===== config.mk =====
export PLATFORM = sky130hd
export DESIGN_NAME = cache_arrays
export DESIGN_NICKNAME = d
export VERILOG_FILES = /design/src/cache_pkg.sv /design/src/cache_arrays.sv
export VERILOG_INCLUDE_DIRS = /design/src
export SDC_FILE = /design/constraint.sdc
export NUM_CORES = 2
export LEC_CHECK = 0
export BUFFER_PORTS_ARGS = -buffer_cell sky130_fd_sc_hd__buf_2
export CAP_MARGIN = 25
export CORE_ASPECT_RATIO = 1.4
export CORE_MARGIN = 4
export CORE_UTILIZATION = 60
export CTS_BUF_LIST = sky130_fd_sc_hd__clkbuf_16
export DETAILED_ROUTE_END_ITERATION = 10
export PLACE_DENSITY = 0.77
export SETUP_SLACK_MARGIN = 0.2
export SKIP_LAST_GASP = 1
export SYNTH_ARGS = -nofsm -noshare
export SYNTH_HDL_FRONTEND = slang
export SYNTH_SLANG_ARGS = --single-unit

===== constraint.sdc =====
create_clock -name clk -period 24 [get_ports clk]
set_clock_uncertainty 0.2 [all_clocks]
set_input_delay 4.8 -clock clk [delete_from_list [all_inputs] [get_ports clk]]
set_output_delay 4.8 -clock clk [all_outputs]
set_load 0.05 [all_outputs]

===== src/cache_cfg.svh =====
`ifndef CACHE_CFG_SVH
`define CACHE_CFG_SVH

// Cache geometry
`define CACHE_NUM_SETS          16
`define CACHE_LINE_WORDS        4
`define CACHE_WORD_BITS         32
`define CACHE_TAG_BITS          24
`define CACHE_INDEX_BITS        4

// Byte offset bits within a line, word select plus byte select
`define CACHE_LINE_OFFSET_BITS  4

// Backing line memory
`define MEM_NUM_LINES           256
`define MEM_LINE_ADDR_BITS      8

// Cycles from an accepted memory request to its completion
`define MEM_LATENCY             6

`endif


===== src/cache_pkg.sv =====
`include "cache_cfg.svh"

package cache_pkg;

  typedef logic [`CACHE_WORD_BITS-1:0] word_t;

  // Word 0 sits in the low 32 bits of the line
  typedef word_t [`CACHE_LINE_WORDS-1:0] line_t;

  typedef struct packed {
    logic [`CACHE_TAG_BITS-1:0]   tag;
    logic [`CACHE_INDEX_BITS-1:0] index;
    logic [1:0]                   word_off;
    logic [1:0]                   byte_off;
  } cache_addr_fields_t;

  // Request address, seen as a flat word or split into lookup fields
  typedef union packed {
    logic [31:0]        raw;
    cache_addr_fields_t f;
  } cache_addr_t;

  typedef enum logic [1:0] {
    idle        = 2'b00,
    compare_tag = 2'b01,
    write_back  = 2'b10,
    allocate    = 2'b11
  } cache_state_t;

endpackage


===== src/cache_arrays.sv =====
`include "cache_cfg.svh"

module cache_arrays (
  input  logic                          clk,
  input  logic                          reset,
  input  logic [`CACHE_INDEX_BITS-1:0]  lookup_index,
  input  logic                          line_we,
  input  cache_pkg::line_t              line_wdata,
  input  logic                          meta_we,
  input  logic [`CACHE_TAG_BITS-1:0]    meta_tag,
  input  logic                          meta_dirty,
  output cache_pkg::line_t              rd_line,
  output logic [`CACHE_TAG_BITS-1:0]    rd_tag,
  output logic                          rd_valid,
  output logic                          rd_dirty
);

  import cache_pkg::*;

  // Data bank and tag table, one entry per set
  line_t                       data_bank [`CACHE_NUM_SETS];
  logic [`CACHE_TAG_BITS-1:0]  tag_bank  [`CACHE_NUM_SETS];

  // Status bits kept as vectors so reset clears them in one step
  logic [`CACHE_NUM_SETS-1:0]  valid_bits;
  logic [`CACHE_NUM_SETS-1:0]  dirty_bits;

  // Combinational read of the selected set
  assign rd_line  = data_bank[lookup_index];
  assign rd_tag   = tag_bank[lookup_index];
  assign rd_valid = valid_bits[lookup_index];
  assign rd_dirty = dirty_bits[lookup_index];

  always_ff @(posedge clk) begin
    if (line_we) begin
      data_bank[lookup_index] <= line_wdata;
    end
  end

  always_ff @(posedge clk) begin
    if (meta_we) begin
      tag_bank[lookup_index] <= meta_tag;
    end
  end

  // Any metadata write leaves the set valid
  always_ff @(posedge clk) begin
    if (reset) begin
      valid_bits <= '0;
      dirty_bits <= '0;
    end else if (meta_we) begin
      valid_bits[lookup_index] <= 1'b1;
      dirty_bits[lookup_index] <= meta_dirty;
    end
  end

endmodule


==> metrics.csv <==
metric,value,unit
die_x,340,µm
clkTransAtPathRegs,0.06,ns
routed_wl,215,mm
fp.dieArea,160000,µm²
cts_tree,built,
cellPowerDensity,84.6,nW/µm²
final_util,0.673,
grt_util_all_layers,0.268,
clk-insertion-delay-late,0.84,ns
yosysMostFrequentCell,edfxtp_1,
ys_seq_area_frac,0.798,
portBuffers,314,
fmax,0.0706,GHz
place_ws,9.63,ns
whs,0.275,ns
ant_nets,0,
crit_family,buffers and inverters,
fin_ws,9.84,ns
synth.ff_latch_count,2464,
critPathSlowestCell,buf_4,
rsz0062_at_grt,false,
slew_viol_final,0,
fin_crit,14.16,ns
drtIter0Drc,5396,
hp-class,register to register,
slew-limit-headroom,0.260,
vdd_ir_drop_max,80.1,µV
vias,43700,
cts_setup_buffers,0,
drive_above_1_share,0.302,
fin_setup_tns,0,ns
cts-resized-gates,0,
grt_max_degree,133,
crit_chain,buf_8 -> buf_4 -> buf_4 -> buf_4 -> mux4_2 -> a22oi_1 -> nand2_1 -> buf_2,
routabilityCongestion,0.753,
initial_core_util,0.603,
clock_sinks,2464,
drt-wirelength-per-cell,33.2,µm
cts_made_buffers,213,
drv_cap,0,
synthArstFlopShare,0,
htreeDepth,4,
worst_ep_arrival_time,9.16,ns
cts-root-buf,clkbuf_16,
die-height,472,µm
hold_viol_final,0,
crit_fanout,66,
yosys.area.top_type,edfxtp_1,
final_nets,4451,
rows,170,
syn_nets,4059,
holdBufCountCts,0,
yosys_warnings,0,
critical_path.most_common_cell,buf_4,
drc,0,
synth_common_cells,"edfxtp_1, mux4_2, a22oi_1",
hpwl,100,mm
area_growth,11.6,%
cp_data_required_time,19.00,ns
syn_avg_cell_area,23.7,µm²
startpoint_type,input port,
worst-path-buf-inv,5,
grt_pass1_vias,44300,
clockBufferDepth,3,
setup_viol_count_final,0,
ios,315,
antenna_found_initial,46,
grt_pass1_wl,311,mm
status,finished clean,
path_class,input port to primary output,
end_kind,primary output,
synth_cell_types,23,
p_leak,33.0,nW
synth_top_area_share,0.791,
drt-vias-per-instance,6.76,
synth_area,92300,µm²
worst_slew_pin_slew,1.11,ns
max_stage_delay,0.86,ns
synth_ff_type,edfxtp_1,
dr.pass1.iters,5,
synth-edff-count,2432,
min_period_over_period,0.590,
synthTopCellsByArea,"edfxtp_1, mux4_2, a22oi_1",
coreArea,153000,µm²
synth_cells,3898,
grt_overflow_total,0,
==> routing by layer <==
layer / track usage / vias up / part of all wire
li1: - / 17600 / -
met1: 0.382 / 23300 / 0.37
met2: 0.432 / 2534 / 0.51
met3: 0.0597 / 366 / 0.10
met4: 0.0715 / 36 / 0.023
met5: 0 / - / 0.0011
==> cell usage in the layout (no fill, tap or decap), types with 4 or more instances in the layout <==
cell	count
nand2_1	155
buf_12	13
buf_16	4
nor2_1	16
inv_1	59
nand3b_1	4
clkbuf_16	219
buf_4	70
buf_2	312
a22oi_1	308
clkinv_2	39
nor2_4	17
mux4_2	616
edfxtp_1	2432
nor2_2	16
diode_2	22
o21ai_0	16
dfxtp_1	32
inv_6	4
nand3_1	18
a21oi_1	32
clkinv_1	46
bufinv_16	17
clkinv_8	5
==> worst reg2reg max path, cell delays in order, from the launching register on <==
cell	delay (ns)
dfxtp_1	0.33
o21ai_0	0.09
a21oi_1	0.18
==> layout make-up <==
type                       count  area, µm²
fill                        9181      50100
multi-input combinational   1210      17600
tap                         1978       2470
clock buffer                 219       5480
clock inverter               180       1310
timing repair buffer         401       2490
antenna                       22       55.1
sequential                  2464      73700
==> path summary, 6_finish.rpt <==
kind | startpoint | to | slack, ns | depth (start not counted)
worst max-delay path | lookup_index[0] | rd_line[28] | 9.84 | 8
worst min-delay path | valid_bits[0] | valid_bits[0] | 0.27 | 2
worst max register to register | dirty_bits[0] | dirty_bits[0] | 23.12 | 2
worst min register to register | valid_bits[0] | valid_bits[0] | 0.27 | 2
==> metrics by stage <==
| step | cell area [µm²] | cells | power (W) |
|---|---|---|---|
| 2_1_floorplan | 92300 | 3898 | 0.00529 |
| 3_3_place_gp | 96100 | 6048 | 0.00546 |
| 3_5_place_dp | 96100 | 6050 | 0.00547 |
| 4_1_cts | 103000 | 6449 | 0.00876 |
| 5_1_grt | 103000 | 6456 | 0.00900 |
| 6_report | 103000 | 6474 | 0.00872 |
==> cell families (layout without fill, tap and decap cells) <==
| group | after synthesis | in the layout | share of synthesized area |
|---|---|---|---|
| flops | 2464 | 2464 | 0.798 |
| mux | 616 | 616 | 0.150 |
| compound gates | 356 | 356 | 0.0276 |
| simple gates | 238 | 238 | 0.0106 |
| buf+inv | 224 | 800 | 0.0135 |
| other cells | 0 | 22 | 0 |
==> report_power, final <==
group	switching, W	internal (W)	total (W)
clock	0.00150	0.00183	0.00334
sequential	0.0000222	0.00481	0.00484
combinational	0.000375	0.000175	0.000551
total	0.00190	0.00682	0.00872
==> sequential cells by signal, indices dropped and copies added (netlist names) <==
| signal | count |
|---|---|
| data_bank | 2048 |
| tag_bank | 384 |
| valid_bits | 16 |
| dirty_bits | 16 |
No activity file was read; power rests on OpenSTA's default activity.
