--- src/cache_cfg.svh ---
`ifndef CACHE_CFG_SVH
`define CACHE_CFG_SVH

// Cache geometry
`define CACHE_NUM_SETS          16
`define CACHE_LINE_WORDS        4
`define CACHE_WORD_BITS         32
`define CACHE_TAG_BITS          24
`define CACHE_INDEX_BITS        4

// Byte offset bits within a line, word select plus byte select
`define CACHE_LINE_OFFSET_BITS  4

// Backing line memory
`define MEM_NUM_LINES           256
`define MEM_LINE_ADDR_BITS      8

// Cycles from an accepted memory request to its completion
`define MEM_LATENCY             6

`endif

--- src/cache_pkg.sv ---
`include "cache_cfg.svh"

package cache_pkg;

  typedef logic [`CACHE_WORD_BITS-1:0] word_t;

  // Word 0 sits in the low 32 bits of the line
  typedef word_t [`CACHE_LINE_WORDS-1:0] line_t;

  typedef struct packed {
    logic [`CACHE_TAG_BITS-1:0]   tag;
    logic [`CACHE_INDEX_BITS-1:0] index;
    logic [1:0]                   word_off;
    logic [1:0]                   byte_off;
  } cache_addr_fields_t;

  // Request address, seen as a flat word or split into lookup fields
  typedef union packed {
    logic [31:0]        raw;
    cache_addr_fields_t f;
  } cache_addr_t;

  typedef enum logic [1:0] {
    idle        = 2'b00,
    compare_tag = 2'b01,
    write_back  = 2'b10,
    allocate    = 2'b11
  } cache_state_t;

endpackage

--- src/cache_ctrl.sv ---
`include "cache_cfg.svh"

module cache_ctrl (
  input  logic                             clk,
  input  logic                             reset,
  input  logic                             req_valid,
  input  logic                             req_write,
  input  cache_pkg::cache_addr_t           req_addr,
  input  cache_pkg::word_t                 req_wdata,
  output logic                             req_ready,
  output logic                             resp_valid,
  output cache_pkg::word_t                 resp_rdata,
  output logic                             resp_hit,
  output logic [`CACHE_INDEX_BITS-1:0]     lookup_index,
  output logic                             line_we,
  output cache_pkg::line_t                 line_wdata,
  output logic                             meta_we,
  output logic [`CACHE_TAG_BITS-1:0]       meta_tag,
  output logic                             meta_dirty,
  input  cache_pkg::line_t                 rd_line,
  input  logic [`CACHE_TAG_BITS-1:0]       rd_tag,
  input  logic                             rd_valid,
  input  logic                             rd_dirty,
  output logic                             mem_req_valid,
  output logic                             mem_req_write,
  output logic [`MEM_LINE_ADDR_BITS-1:0]   mem_req_line,
  output cache_pkg::line_t                 mem_req_wdata,
  input  logic                             mem_req_ready,
  input  logic                             mem_resp_valid,
  input  cache_pkg::line_t                 mem_resp_rdata
);

  import cache_pkg::*;

  cache_state_t  state;

  // Accepted request
  cache_addr_t   addr_q;
  logic          write_q;
  word_t         wdata_q;
  logic          missed_q;

  // Write hit held for one cycle, lands on the edge after the response
  logic          hit_wr_pend;
  line_t         hit_line_q;

  logic          hit;
  logic          victim_dirty;
  logic          issue_refill;
  line_t         merged_line;
  logic [`CACHE_TAG_BITS+`CACHE_INDEX_BITS-1:0] victim_line;
  logic [`MEM_LINE_ADDR_BITS-1:0]               fetch_line;

  assign req_ready    = (state == idle);
  assign lookup_index = addr_q.f.index;
  assign hit          = rd_valid && (rd_tag == addr_q.f.tag);
  assign victim_dirty = rd_valid && rd_dirty;

  // Victim line address comes from the stored tag, refill from the request
  assign victim_line  = {rd_tag, addr_q.f.index};
  assign fetch_line   = addr_q.raw[`CACHE_LINE_OFFSET_BITS +: `MEM_LINE_ADDR_BITS];

  // Start the refill once the write-back has been taken and has finished
  assign issue_refill = (state == write_back) && !mem_req_valid && mem_req_ready;

  always_comb begin
    merged_line = rd_line;
    merged_line[addr_q.f.word_off] = wdata_q;
  end

  // Array updates, refill from memory or a deferred write hit
  always_comb begin
    line_we    = 1'b0;
    meta_we    = 1'b0;
    line_wdata = hit_line_q;
    meta_tag   = addr_q.f.tag;
    meta_dirty = 1'b0;
    if ((state == allocate) && mem_resp_valid) begin
      line_we    = 1'b1;
      meta_we    = 1'b1;
      line_wdata = mem_resp_rdata;
    end else if (hit_wr_pend) begin
      line_we    = 1'b1;
      meta_we    = 1'b1;
      meta_dirty = 1'b1;
    end
  end

  always_ff @(posedge clk) begin
    if (reset) begin
      state         <= idle;
      resp_valid    <= 1'b0;
      resp_hit      <= 1'b0;
      missed_q      <= 1'b0;
      hit_wr_pend   <= 1'b0;
      mem_req_valid <= 1'b0;
      mem_req_write <= 1'b0;
    end else begin
      resp_valid  <= 1'b0;
      hit_wr_pend <= 1'b0;
      if (mem_req_valid && mem_req_ready) begin
        mem_req_valid <= 1'b0;
      end
      case (state)
        idle: begin
          if (req_valid) begin
            missed_q <= 1'b0;
            state    <= compare_tag;
          end
        end
        compare_tag: begin
          if (hit) begin
            resp_valid  <= 1'b1;
            resp_hit    <= !missed_q;
            hit_wr_pend <= write_q;
            state       <= idle;
          end else begin
            missed_q      <= 1'b1;
            mem_req_valid <= 1'b1;
            mem_req_write <= victim_dirty;
            state         <= victim_dirty ? write_back : allocate;
          end
        end
        write_back: begin
          if (issue_refill) begin
            mem_req_valid <= 1'b1;
            mem_req_write <= 1'b0;
            state         <= allocate;
          end
        end
        allocate: begin
          // Refill written this cycle, repeat the lookup
          if (mem_resp_valid) begin
            state <= compare_tag;
          end
        end
        default: state <= idle;
      endcase
    end
  end

  always_ff @(posedge clk) begin
    if (req_valid && req_ready) begin
      addr_q  <= req_addr;
      write_q <= req_write;
      wdata_q <= req_wdata;
    end
    if (state == compare_tag) begin
      resp_rdata    <= rd_line[addr_q.f.word_off];
      hit_line_q    <= merged_line;
      mem_req_wdata <= rd_line;
      mem_req_line  <= victim_dirty ? victim_line[`MEM_LINE_ADDR_BITS-1:0] : fetch_line;
    end else if (issue_refill) begin
      mem_req_line  <= fetch_line;
    end
  end

endmodule

--- config.mk ---
export PLATFORM = sky130hd
export DESIGN_NAME = cache_ctrl
export DESIGN_NICKNAME = d
export VERILOG_FILES = /design/src/cache_pkg.sv /design/src/cache_ctrl.sv
export VERILOG_INCLUDE_DIRS = /design/src
export SDC_FILE = /design/constraint.sdc
export NUM_CORES = 1
export LEC_CHECK = 0
export BUFFER_PORTS_ARGS = -buffer_cell sky130_fd_sc_hd__buf_2
export CORE_AREA = 4 4 265 267
export CTS_BUF_LIST = sky130_fd_sc_hd__clkbuf_4 sky130_fd_sc_hd__clkbuf_8
export DETAILED_ROUTE_END_ITERATION = 10
export DIE_AREA = 0 0 269 271
export GPL_TIMING_DRIVEN = 1
export PLACE_DENSITY = 0.46
export SETUP_SLACK_MARGIN = 0.15
export SLEW_MARGIN = 30
export SYNTH_ARGS = -nofsm -noshare
export SYNTH_HDL_FRONTEND = slang
export SYNTH_SLANG_ARGS = --single-unit
--- constraint.sdc ---
create_clock -name clk -period 20.6 [get_ports clk]
set_clock_uncertainty 0.05 [all_clocks]
set_input_delay 2.06 -clock clk [delete_from_list [all_inputs] [get_ports clk]]
set_output_delay 2.06 -clock clk [all_outputs]
set_load 0.05 [all_outputs]
==> flow_summary.json <==
{
  "synth.area.top_cells": "edfxtp_1 (69%), mux2_2 (19%), mux4_2 (4.6%)",
  "grt_max_degree": 76,
  "globalplace.congestion": 0.8038,
  "clock.fmax_mhz": 167.7,
  "via_per_inst": 4.207,
  "leakagePower_nw": 8.431,
  "cp-end-kind": "output port",
  "drive_gt1_share_pct": 69.96,
  "post-cts-setup-buffers": 0,
  "initialDrtViolationCount": 631,
  "timing.slew.headroom_pct": 36.19,
  "netlist.top_cell.by_area": "edfxtp_1",
  "status": "finished, final reports clean",
  "powerDensity_nw_per_um2": 132.1,
  "path_class": "input port to output port",
  "setup_viol": 0,
  "cpMaxStageDelayCell": "buf_4",
  "path_buf_inv": 3,
  "portBuffers": 681,
  "final_net_count": 1873,
  "dr.pass1.iters": 4,
  "wl_um": 54690,
  "seqPwrFrac_pct": 39.4,
  "finalMaxSlewViolations": 0,
  "area_delta_synth_final_pct": 36.41,
  "fp.dieW_um": 269,
  "ctsRootBufferMaster": "clkbuf_8",
  "hp-class": "flip-flop to flip-flop",
  "cts_hold_buffers": 0,
  "grt_overflow": 0,
  "synthTopCellsByCount": "edfxtp_1 (359), mux2_2 (257), mux4_2 (32)",
  "cts_resized": 0,
  "critPathRequiredTime_ns": 18.49,
  "synth_nets": 1173,
  "slowest_delay_ns": 0.64,
  "route.detailed.drc": 0,
  "grt_pass1_vias": 11070,
  "core_um2": 68110,
  "p_int_w": 0.001661,
  "ant_nets": 0,
  "clock_latency_ns": 0.62,
  "dieArea_um2": 72900,
  "synth-seq-cells": 367,
  "cp.arrival_ns": 3.85,
  "yosysUniqueCellTypes": 39,
  "cts-buffers-inserted": 68,
  "crit_chain": "buf_2 -> nand2_4 -> buf_4 -> mux2_2 -> buf_2",
  "yosysMostFrequentCell": "edfxtp_1",
  "fp.dieH_um": 271,
  "p_switching_w": 0.001148,
  "final_area_um2": 21260,
  "start_util_pct": 22.89,
  "rsz0062_at_grt": "false",
  "synth_edf_count": 359,
  "synth_cells": 817,
  "rows": 96,
  "cts.sinks": 367,
  "synth_top_area_share_pct": 69.17,
  "synth_ff_type": "edfxtp_1",
  "grt_pass1_wl_um": 75970,
  "grt_usage_pct": 14.28,
  "htree_levels": 3,
  "fin_crit_ns": 5.964,
  "postSynthAreaPerCell_um2": 19.08,
  "crit_fanout": 58,
  "holdWs_ns": 0.4063,
  "start_kind": "input port",
  "cap_violations": 0,
  "p_clk_share_pct": 25.3,
  "clk_pin_slew_ns": 0.06,
  "tns_ns": 0,
  "wl_per_cell_um": 22.24,
  "cp_common_cell": "buf_2",
  "synth-seq-area-share_pct": 70.19,
  "antenna_found_initial": 9,
  "tightest_slew_ns": 0.9572,
  "hold_viol": 0,
  "place_area_um2": 19890,
  "cpLargestDelayFamily": "buffers and inverters",
  "io_pins": 684,
  "switching_share_pct": 40.86,
  "cts_buffer_depth": 3,
  "vias": 10350,
  "layout_worst_path_cycle_share_pct": 28.95,
  "cts_tree": "yes",
  "ys_warn_count": 0,
  "comb_power_share_pct": 35.3,
  "ir_drop_mv": 0.05754,
  "syn_area_um2": 15590,
  "dp_hpwl_um": 40770,
  "async_reset_ff_share_pct": 0
}
layer usage:
| metal | global-route usage [%] | part of all wire [%] |
|---|---|---|
| met1 | 15.90 | 38 |
| met2 | 26.19 | 53 |
| met3 | 4.183 | 7.1 |
| met4 | 4.210 | 2.1 |
| met5 | 0 | 0.048 |
sequential cells by signal, indices dropped and copies added, names as in the netlist:
register and count:
addr_q 30, hit_wr_pend 1, state 2, mem_req_write 1, hit_line_q 128, resp_rdata 32, resp_valid 1, missed_q 1
resp_hit 1, mem_req_wdata 128, wdata_q 32, write_q 1, mem_req_line 8, mem_req_valid 1
power by group through the flow:
stage | registers [W] | logic (W) | clock network, W
after floorplan | 0.00140 | 0.000488 | 0
after detailed placement | 0.00112 | 0.00100 | 0
after CTS | 0.00111 | 0.00101 | 0.000743
final | 0.00111 | 0.000991 | 0.000712
after global placement | 0.00112 | 0.00100 | 0
after global routing | 0.00112 | 0.00103 | 0.000777
logic make-up after synthesis:
| family | after synthesis | share of synthesized area (%) |
|---|---|---|
| multiplexers | 293 | 23.47 |
| flip-flops | 367 | 70.19 |
| adder cells (fa/ha/maj) | 4 | 0.3211 |
| buffers and inverters | 73 | 2.529 |
| XOR/XNOR | 24 | 1.349 |
| AND/OR/NAND/NOR | 39 | 1.413 |
| AO/OA/AOI/OAI | 17 | 0.7226 |
worst paths after layout:
| kind | endpoint | depth (start not counted) | slack, ns | startpoint |
|---|---|---|---|---|
| max reg2reg | hit_line_q[16]$_DFFE_PP_ | 3 | 17.33 | state[0]$_SDFFE_PP0P_ |
| max | line_wdata[108] | 5 | 14.64 | mem_resp_valid |
| min reg2reg | mem_req_line[1]$_DFFE_PP_ | 0 | 0.41 | addr_q[5]$_DFFE_PP_ |
| min | mem_req_line[1]$_DFFE_PP_ | 0 | 0.41 | addr_q[5]$_DFFE_PP_ |
area by class of cell:
| cell class | instances | area (µm²) |
|---|---|---|
| Tap cell | 882 | 1104 |
| Clock inverter | 37 | 276.5 |
| Timing Repair Buffer | 696 | 3521 |
| Antenna cell | 6 | 15.01 |
| Fill cell | 6911 | 46840 |
| Sequential cell | 367 | 10940 |
| Multi-Input combinational cell | 377 | 4299 |
| Clock buffer | 87 | 1079 |
| Inverter | 7 | 26.28 |
metrics by stage:
step	total power, W	instances	util (%)	worst slack [ns]
floorplan	0.001883	817	-	11.32
global placement	0.002125	2329	29.21	14.65
finish	0.002809	2459	31.22	14.64
detailed placement	0.002127	2329	29.21	14.61
global route	0.002934	2457	31.21	14.55
CTS	0.002861	2453	31.19	14.62
placed cells by master, fill, tap and decap left out, types with 2 or more instances in the layout:
master,instances
or3_1,2
xor2_1,11
bufinv_16,3
clkinv_1,18
edfxtp_1,359
dfxtp_1,8
ha_1,3
clkinvlp_4,5
diode_2,6
clkbuf_4,19
inv_1,7
mux4_2,32
a21oi_1,5
nor2_1,5
o21ai_0,4
mux2_1,3
xnor2_1,13
buf_4,15
buf_2,681
nand4_1,7
nor4_1,2
mux2_2,257
inv_6,2
nor2b_4,2
nand2b_1,3
inv_8,3
nand2_1,4
nand3_1,3
clkbuf_8,68
clkinv_2,6
Note: power is estimated with default switching activity, not from simulation.
